File: config.mk
export PLATFORM = sky130hd
export DESIGN_NAME = fetch_top
export DESIGN_NICKNAME = d
export VERILOG_FILES = /design/src/source/fetch_pkg.sv /design/src/source/fetch_bip.sv /design/src/source/fetch_top.sv /design/src/source/ibuf_lines.sv /design/src/source/packet_rotate.sv
export VERILOG_INCLUDE_DIRS = /design/src /design/src/source
export SDC_FILE = /design/constraint.sdc
export NUM_CORES = 2
export LEC_CHECK = 0
export BUFFER_PORTS_ARGS = -buffer_cell sky130_fd_sc_hd__buf_2
export CORE_MARGIN = 4
export CORE_UTILIZATION = 27
export DETAILED_ROUTE_END_ITERATION = 12
export HOLD_SLACK_MARGIN = 0.08
export SYNTH_ARGS = -nofsm -noshare
export SYNTH_HDL_FRONTEND = slang
export SYNTH_SLANG_ARGS = --single-unit
export TNS_END_PERCENT = 30
File: constraint.sdc
create_clock -name clk -period 15.9 [get_ports clk]
set_input_delay 2.385 -clock clk [delete_from_list [all_inputs] [get_ports clk]]
set_output_delay 2.385 -clock clk [all_outputs]
set_load 0.005 [all_outputs]
File: src/source/fetch_macros.svh
`ifndef FETCH_MACROS_SVH
`define FETCH_MACROS_SVH

// bytes held by one buffer line
`define FETCH_LINE_BYTES 16
`define FETCH_NUM_LINES  4

// one line as a single 128-bit word
`define FETCH_LINE_W     (`FETCH_LINE_BYTES * 8)

// byte pointer into the 64-byte window
`define FETCH_BIP_W      6
`define FETCH_LEN_W      8

// whole buffer seen as one flat window
`define FETCH_BUF_W      (`FETCH_NUM_LINES * `FETCH_LINE_W)

`endif

File: src/source/fetch_pkg.sv
`include "fetch_macros.svh"

package fetch_pkg;

    //////////////////////////////////////////////////
    // buffer line
    //////////////////////////////////////////////////

    // byte k sits in bits 8k+7 down to 8k
    typedef logic [`FETCH_LINE_W-1:0] line_t;

    //////////////////////////////////////////////////
    // control-flow source of the next bip
    //////////////////////////////////////////////////

    // ordered by rising priority
    typedef enum logic [1:0] {
        CF_SEQ     = 2'd0,
        CF_BRANCH  = 2'd1,
        CF_RESTEER = 2'd2,
        CF_INIT    = 2'd3
    } cf_src_e;

endpackage

File: src/source/fetch_bip.sv
`timescale 1ns/1ns
`include "fetch_macros.svh"

module fetch_bip (
    input  logic                    clk,
    input  logic                    arst_n,
    input  logic [`FETCH_LEN_W-1:0] d_length,
    input  logic                    stall,
    input  logic                    is_resteer,
    input  logic                    is_br_taken,
    input  logic                    is_init,
    input  logic                    packet_out_valid,
    input  logic [`FETCH_BIP_W-1:0] wb_bip,
    input  logic [`FETCH_BIP_W-1:0] bp_bip,
    input  logic [`FETCH_BIP_W-1:0] init_bip,
    output logic [`FETCH_BIP_W-1:0] old_bip,
    output logic [`FETCH_BIP_W-1:0] new_bip,
    output logic                    flush,
    output logic                    free_strobe,
    output logic [1:0]              free_line
);

    fetch_pkg::cf_src_e      cf_src;
    logic [`FETCH_LEN_W-1:0] bip_sum;
    logic [`FETCH_BIP_W-1:0] bip_d;
    logic                    adv_ok;
    logic                    ld_bip;
    logic                    seq_ld;

    // length add wraps around the 64-byte window
    assign bip_sum = {{(`FETCH_LEN_W-`FETCH_BIP_W){1'b0}}, old_bip} + d_length;
    assign new_bip = bip_sum[`FETCH_BIP_W-1:0];

    // init first, then writeback, then predictor
    always_comb begin
        if (is_init) begin
            cf_src = fetch_pkg::CF_INIT;
        end else if (is_resteer) begin
            cf_src = fetch_pkg::CF_RESTEER;
        end else if (is_br_taken) begin
            cf_src = fetch_pkg::CF_BRANCH;
        end else begin
            cf_src = fetch_pkg::CF_SEQ;
        end
    end

    always_comb begin
        unique case (cf_src)
            fetch_pkg::CF_INIT:    bip_d = init_bip;
            fetch_pkg::CF_RESTEER: bip_d = wb_bip;
            fetch_pkg::CF_BRANCH:  bip_d = bp_bip;
            default:               bip_d = new_bip;
        endcase
    end

    // redirects load even into a stalled or empty buffer
    assign adv_ok = ~stall & packet_out_valid;
    assign flush  = is_init | is_resteer;
    assign ld_bip = flush | adv_ok;

    always_ff @(posedge clk or negedge arst_n) begin
        if (!arst_n) begin
            old_bip <= '0;
        end else if (ld_bip) begin
            old_bip <= bip_d;
        end
    end

    //////////////////////////////////////////////////
    // line release on sequential advance
    //////////////////////////////////////////////////

    assign seq_ld      = adv_ok & (cf_src == fetch_pkg::CF_SEQ);
    assign free_strobe = seq_ld & (new_bip[5:4] != old_bip[5:4]);
    assign free_line   = old_bip[5:4];

endmodule

File: src/source/fetch_top.sv
`timescale 1ns/1ns
`include "fetch_macros.svh"

module fetch_top (
    input  logic                    clk,
    input  logic                    arst_n,
    input  fetch_pkg::line_t        fill_data,
    input  logic [1:0]              fill_line,
    input  logic                    fill_strobe,
    input  logic [`FETCH_LEN_W-1:0] d_length,
    input  logic                    stall,
    input  logic [`FETCH_BIP_W-1:0] wb_bip,
    input  logic                    is_resteer,
    input  logic [`FETCH_BIP_W-1:0] bp_bip,
    input  logic                    is_br_taken,
    input  logic [`FETCH_BIP_W-1:0] init_bip,
    input  logic                    is_init,
    output fetch_pkg::line_t        packet_out,
    output logic                    packet_out_valid,
    output logic [`FETCH_BIP_W-1:0] old_bip,
    output logic [`FETCH_BIP_W-1:0] new_bip
);

    logic                    flush;
    logic                    free_strobe;
    logic [1:0]              free_line;
    logic [`FETCH_BUF_W-1:0] window;

    //////////////////////////////////////////////////
    // bip register and next-bip select
    //////////////////////////////////////////////////

    fetch_bip u_bip (
        .clk              (clk),
        .arst_n           (arst_n),
        .d_length         (d_length),
        .stall            (stall),
        .is_resteer       (is_resteer),
        .is_br_taken      (is_br_taken),
        .is_init          (is_init),
        .packet_out_valid (packet_out_valid),
        .wb_bip           (wb_bip),
        .bp_bip           (bp_bip),
        .init_bip         (init_bip),
        .old_bip          (old_bip),
        .new_bip          (new_bip),
        .flush            (flush),
        .free_strobe      (free_strobe),
        .free_line        (free_line)
    );

    // four-line buffer
    ibuf_lines u_ibuf (
        .clk              (clk),
        .arst_n           (arst_n),
        .fill_data        (fill_data),
        .fill_line        (fill_line),
        .fill_strobe      (fill_strobe),
        .flush            (flush),
        .free_strobe      (free_strobe),
        .free_line        (free_line),
        .new_bip          (new_bip),
        .window           (window),
        .packet_out_valid (packet_out_valid)
    );

    // packet extraction
    packet_rotate u_rot (
        .window     (window),
        .new_bip    (new_bip),
        .packet_out (packet_out)
    );

endmodule

File: src/source/ibuf_lines.sv
`timescale 1ns/1ns
`include "fetch_macros.svh"

module ibuf_lines (
    input  logic                     clk,
    input  logic                     arst_n,
    input  fetch_pkg::line_t         fill_data,
    input  logic [1:0]               fill_line,
    input  logic                     fill_strobe,
    input  logic                     flush,
    input  logic                     free_strobe,
    input  logic [1:0]               free_line,
    input  logic [`FETCH_BIP_W-1:0]  new_bip,
    output logic [`FETCH_BUF_W-1:0]  window,
    output logic                     packet_out_valid
);

    fetch_pkg::line_t             line_q [`FETCH_NUM_LINES];
    logic [`FETCH_NUM_LINES-1:0]  valid_q;
    logic                         fill_ok;
    logic [1:0]                   cur_line;
    logic [1:0]                   nxt_line;

    // fills only land in empty lines
    assign fill_ok = fill_strobe & ~valid_q[fill_line] & ~flush;

    //////////////////////////////////////////////////
    // valid bits
    //////////////////////////////////////////////////

    always_ff @(posedge clk or negedge arst_n) begin
        if (!arst_n) begin
            valid_q <= '0;
        end else if (flush) begin
            valid_q <= '0;
        end else begin
            if (free_strobe) begin
                valid_q[free_line] <= 1'b0;
            end
            // a fill of the freed line overrides the free
            if (fill_ok) begin
                valid_q[fill_line] <= 1'b1;
            end
        end
    end

    // line storage
    always_ff @(posedge clk) begin
        if (fill_ok) begin
            line_q[fill_line] <= fill_data;
        end
    end

    // line 0 holds window bytes 0 to 15
    assign window = {line_q[3], line_q[2], line_q[1], line_q[0]};

    //////////////////////////////////////////////////
    // window check under new_bip
    //////////////////////////////////////////////////

    // packet may straddle into the next line, which wraps 3 -> 0
    assign cur_line = new_bip[5:4];
    assign nxt_line = cur_line + 2'd1;

    assign packet_out_valid = valid_q[cur_line] & valid_q[nxt_line];

endmodule

File: src/source/packet_rotate.sv
`timescale 1ns/1ns
`include "fetch_macros.svh"

module packet_rotate (
    input  logic [`FETCH_BUF_W-1:0] window,
    input  logic [`FETCH_BIP_W-1:0] new_bip,
    output fetch_pkg::line_t        packet_out
);

    // stage s+1 is stage s, optionally rotated right by 2**s bytes
    logic [`FETCH_BUF_W-1:0] stage [`FETCH_BIP_W+1];

    assign stage[0] = window;

    //////////////////////////////////////////////////
    // layered byte rotator
    //////////////////////////////////////////////////

    genvar s;
    generate
        for (s = 0; s < `FETCH_BIP_W; s = s + 1) begin : g_layer
            localparam int SH = 8 * (1 << s);
            logic [`FETCH_BUF_W-1:0] rot;

            // low bytes wrap around to the top
            assign rot = {stage[s][SH-1:0], stage[s][`FETCH_BUF_W-1:SH]};

            assign stage[s+1] = new_bip[s] ? rot : stage[s];
        end
    endgenerate

    // first 16 bytes from new_bip onward
    assign packet_out = stage[`FETCH_BIP_W][`FETCH_LINE_W-1:0];

endmodule

Yosys cells after proc, flatten, opt, wreduce, memory -nomap -nowiden
Memories as Yosys holds them, arrays and structs flattened.
Cells that the tools add are included.
Word-level totals
  register bits after elaboration: 10
  memory bits (writable): 512
  word-level logic and storage cells: 58
  memories kept: 1
Memories
  u_ibuf.line_q: depth 4, bits a word 128, rd ports 4, clocked after Yosys merged registers in 0, write ports 1, RTL line ibuf_lines.sv:18  | fetch_pkg::line_t line_q [`FETCH_NUM_LINES];
Operators by class
  $add $sub $neg: 2
  $lt $le $gt $ge: 6
  equality and inequality tests: 4
  muxes and demuxes: 26
  bitwise gates (word level): 14
  reductions and logical operators: 3
Operator list (number)
  $mux 512: 4
  $mux 384: 1
  $mux 128: 1
  $pmux 6 s3: 1
  $mux 4: 4
  $lt 2x3->1 const B: 4
  $mux 1: 8
  $add 6x6->6: 1
  $and 1x1->1: 6
  $bmux 1 s2: 3
  $and 4x4->4: 1
  $demux 1 s2: 2
  $eq 2x2->1 const B: 2
  $ge 2x1->1 const B: 2
  $mux 2: 2
  $not 4->4: 1
  $or 4x4->4: 1
  $not 1->1: 3
  $add 2x1->2 const B: 1
  $eq 2x1->1 const B: 1
  $logic_and 1x1->1: 2
  $logic_not 2->1: 1
  $ne 2x2->1: 1
  $or 1x1->1: 2

Logic depth before layout (Yosys ltp)
  word-level depth: 13
  depth in mapped cells: 14
  gate-level depth less buffers: 9

Modules after synthesis
Synthesis repeated with hierarchy kept, for this count alone.
Unflattened totals
  cell total of the unflattened synthesis: 3740
  area, all modules: 46301.9 um^2
By module, submodules not included
  packet_rotate: times used 1, cells an instance 3116, area an instance 30007.5 um^2
  ibuf_lines: times used 1, cells an instance 542, area an instance 15643.8 um^2
  fetch_bip: times used 1, cells an instance 82, area an instance 650.6 um^2

Worst setup path before layout
Ideal clock, no wire load.
  kind: input-to-reg
  from: input is_resteer
  to: register u_ibuf.valid_q[2]
  setup time: 137 ps
  arrival time: 17015 ps
  required time: 15763 ps
  path slack: -1253 ps
  cell stages on the path: 5
  path buffers: 0
  path through: nor2_1 -> nand2_1 -> nor4b_1 -> o21ai_0 -> a41oi_1
Between the ends
  word-level cells in the longest chain between the ends: 10
  elaborated cells on any way between the ends: 13
  those cells by class: mux: 6; bitwise: 6; reduce/logical: 1
RTL lines
  start: declaration: RTL line fetch_top.sv:13  | input logic is_resteer,
  $mux 2: RTL line fetch_bip.sv:38  | end else if (is_resteer) begin
  $mux 2: RTL line fetch_bip.sv:36  | if (is_init) begin
  $logic_not 2->1: RTL line fetch_bip.sv:73  | assign seq_ld = adv_ok & (cf_src == fetch_pkg::CF_SEQ);
  $and 1x1->1: RTL line fetch_bip.sv:73
  $and 1x1->1: RTL line fetch_bip.sv:74  | assign free_strobe = seq_ld & (new_bip[5:4] != old_bip[5:4]);
  $mux 4: RTL line ibuf_lines.sv:37  | if (free_strobe) begin
  $mux 4: RTL line ibuf_lines.sv:34  | end else if (flush) begin
  $or 4x4->4 (no line)
  $mux 4: RTL line ibuf_lines.sv:41  | if (fill_ok) begin
  $mux 4 (*): RTL line ibuf_lines.sv:34
  end signal: assignment: RTL line ibuf_lines.sv:33  | valid_q <= '0;
  end signal: assignment: RTL line ibuf_lines.sv:35  | valid_q <= '0;
  end signal: indexed assignment: RTL line ibuf_lines.sv:42  | valid_q[fill_line] <= 1'b1;
  end: declaration: RTL line ibuf_lines.sv:19  | logic [`FETCH_NUM_LINES-1:0] valid_q;
Mark *: on every way between the ends. The rest lies on a longest branch, timed or not. The select of a mux whose other input is x is not followed.
A chain may end at the register's enable or synchronous reset.

Worst setup path after layout
  from: input d_length[3]
  to: output packet_out[34]
Between the ends
  word-level cells in the longest chain between the ends: 4
RTL lines
  start: declaration: RTL line fetch_top.sv:10  | input logic [`FETCH_LEN_W-1:0] d_length,
  $add 6x6->6 (*): RTL line fetch_bip.sv:31  | assign bip_sum = {{(`FETCH_LEN_W-`FETCH_BIP_W){1'b0}}, old_bip} + d_length;
  $mux 512: RTL line packet_rotate.sv:28  | assign stage[s+1] = new_bip[s] ? rot : stage[s];
  $mux 384: RTL line packet_rotate.sv:28
  $mux 128 (*): RTL line packet_rotate.sv:28
  end: declaration: RTL line fetch_top.sv:18  | output fetch_pkg::line_t packet_out,
Mark *: on every way between the ends. The rest lies on a longest branch, timed or not.

==> results.md <==
* Outcome: complete, no violations
* Data required time at the worst endpoint at 13.52 ns
* Peak supply drop at 0.1542 mV
* Max Freq at 100.2 MHz
* Final Net Count at 3,591
* Share of the synthesized area in the top cell type at around two fifths
* Num Clock Sinks at between 500 and 600
* Clock Pin Slew Worst Setup and Hold Paths at approximately 0.06 ns
* Syn avg cell area at roughly 12 um^2
* Die area at approximately 150,000 um^2
* Worst-case reg-to-reg path depth at 9
* Warnings from Yosys at 0
* Core box area at 140,000 um^2
* Count of final setup violators at 0
* Final RePlAce weighted congestion at 0.9550
* Final hold violations at 0
* Post-CTS Setup Inserts at 0
* Worst Hold Depth at 1
* Pre-CTS setup slack at around 6 ns
* Vias per std cell at just under 6
* Final Critical Period at roughly 10 ns
* Commonest non-fill, non-tap cell in the layout: edfxtp_1
* Hold_ws at approximately 0.58 ns
* CTS tree: yes
* HP Start: u_bip.old_bip[3]
* Pins Over Slew Limit at 0
* H-Tree Depth at 2
* Area grow syn2layout at 13.58%
* Unrepaired setup endpoints after global routing: false
* Final period utilization at between 60% and 70%
* Most common cell type on the critical path: buf_4
* Avg WL per Cell at approximately 28 um
* P per Cell Area at ~170 nW/um^2
* Worst Hold End: u_bip.old_bip[3]
* Die height at around 380 um
* FF+latch count, synth at around 520
* Setup CP Type: primary input to primary output
* Share of layout cells above drive strength 1 at around 30%
* Overflow after GRT at 0
* Post-Route WL at between 150,000 and 200,000 um
* Largest area contributor in the netlist: edfxtp_1
* Lkg Pwr at 15.68 nW
* Initial antenna violation count at 24
* Setup ws final at about 5.9 ns
* Most frequent cells in the layout: edfxtp_1 (512), mux2i_1 (510), mux2_2 (399)
* Hold crit path type: flip-flop to flip-flop
* Area post-placement at 41,300 um^2
* CTS Buf Count at 60
* Async SR Flop Fraction at roughly 1.9%
* Tightest Pin Transition at between 1 and 1.5 ns
* CP Data Arrival Time at 7.60 ns
* Buffers on Ports at approximately 300
* Starting DRT DRC Count at between 3,000 and 4,000
* Hold_buf cts at 0
* Max Buffers Root-to-Sink at 3
* Top delay family on crit path: buffers and inverters
* Netlist cell types at 47
* DRT antenna net count at 0
* FF-to-FF setup slack at 12.21 ns
* Clock Skew at roughly 0.036 ns
* CP cell instances: buf_2, ha_1, a21o_1, a21o_1, or3_2, buf_4, nand2_4, buf_4, buf_4, mux2_2, a222oi_1, a21boi_0, buf_2
* CP max stage cell: buf_4
* Iteration count of the initial detailed-routing pass at 10
* CTS-repair resized insts at 0
* # DRC at 0
* Register area share after synthesis at approximately two fifths
* Boundary Pins at 304
* Total track usage at 19.44%
* Primary FF master, synth: edfxtp_1
* RR Startpoint: u_bip.old_bip[0]
* Initial Util at between 20 and 30%
* Post-detail-place hpwl at approximately 110,000 um
* Synth top area cells: edfxtp_1 (40%), mux2i_1 (13%), mux2_2 (12%)
* Largest net degree at the start of global routing at approximately 180
* Post-synth EDFFs at approximately 510
* Syn_nets at 3,487
* Num rows at 137
* First-pass GRT wire length at about 210,000 um
* Vias in the first global route at approximately 30,000
* Die width at approximately 380 um
* Final Cell Area at 43,360 um^2
* Mapped Cells at 3,318
* WP buf/inv at 5
* Maxcap violations at 0
* Root Driver: clkbuf_16
* R2r endpoint: u_bip.old_bip[5]
* Clk_lat worst skew at approximately 0.66 ns
* Crit path largest cell delay at about 0.81 ns
* Slew Limit Headroom at 22.19%
* Worst setup SP type: primary input
* Largest fanout on the critical path at 59
* Mapped cell area at roughly 38,000 um^2
* Vias at around 31,000
* Setup crit end kind: primary output
metal layers:
metal | vias to the layer above | track usage [%] | part of all wire [%]
met5 | - | 0 | 0
met4 | 0 | 5.963 | 3.2
met3 | 294 | 4.725 | 10
met2 | 1833 | 30.44 | 45
met1 | 15374 | 26.50 | 42
li1 | 13344 | - | -
flip-flops by register name (all words and copies together), names as in the netlist:
| signal | cells |
|---|---|
| u_ibuf.line_q | 512 |
| u_bip.old_bip | 6 |
| u_ibuf.valid_q | 4 |
worst max path at each step:
stage / from / endpoint / slack [ns] / cells past startpoint
after detailed placement: d_length[3] / packet_out[22] / 5.96 / 13
after floorplan: is_resteer / u_ibuf.valid_q[0] / -0.12 / 5
after global placement: d_length[3] / packet_out[22] / 5.98 / 13
after CTS: d_length[3] / packet_out[22] / 5.96 / 13
after global routing: d_length[0] / packet_out[12] / 5.59 / 11
final: d_length[3] / packet_out[34] / 5.92 / 13
final cells by class:
| type | instances | area [um^2] |
|---|---|---|
| timing repair buffer | 359 | 1979 |
| inverter | 9 | 61.31 |
| sequential | 522 | 15630 |
| fill | 14168 | 96690 |
| clock inverter | 41 | 494.2 |
| clock buffer | 69 | 1556 |
| multi-input combinational | 2470 | 21290 |
| antenna | 4 | 10.01 |
| tap | 1876 | 2347 |
per-stage QoR:
stage | utilization, % | setup TNS, ns | total power [mW] | std cells
6_report | 30.96 | 0 | 7.440 | 5350
5_1_grt | 30.96 | 0 | 7.796 | 5347
4_1_cts | 30.95 | 0 | 7.401 | 5346
3_5_place_dp | 29.49 | 0 | 5.933 | 5236
3_3_place_gp | 29.49 | 0 | 5.914 | 5236
2_1_floorplan | - | -0.1217 | 4.358 | 3318
Yosys cell counts, types with 76 or more instances:
library cell	number
nand2_1	318
a21oi_1	121
mux4_2	155
mux2_2	399
clkbuf_1	163
edfxtp_1	512
nor2_1	129
a21boi_0	76
o21ai_0	180
mux2i_1	510
nand3_1	76
a222oi_1	80
buf_2	113
cells by family after synthesis:
group           Yosys count  synth area share, %
buf+inv                 326                3.704
compound gates          758                13.52
simple gates            637                7.181
xor+xnor                  5               0.1639
flops                   522                40.93
mux                    1064                34.29
fa+ha+maj                 6               0.2163
where the power goes:
part | switching (mW) | internal, mW | leakage [nW]
logic | 2.72 | 1.71 | 9.91
clock network | 0.586 | 0.854 | 1.01
registers | 0.0258 | 1.54 | 4.75
Power figures use the tool's default switching activity.
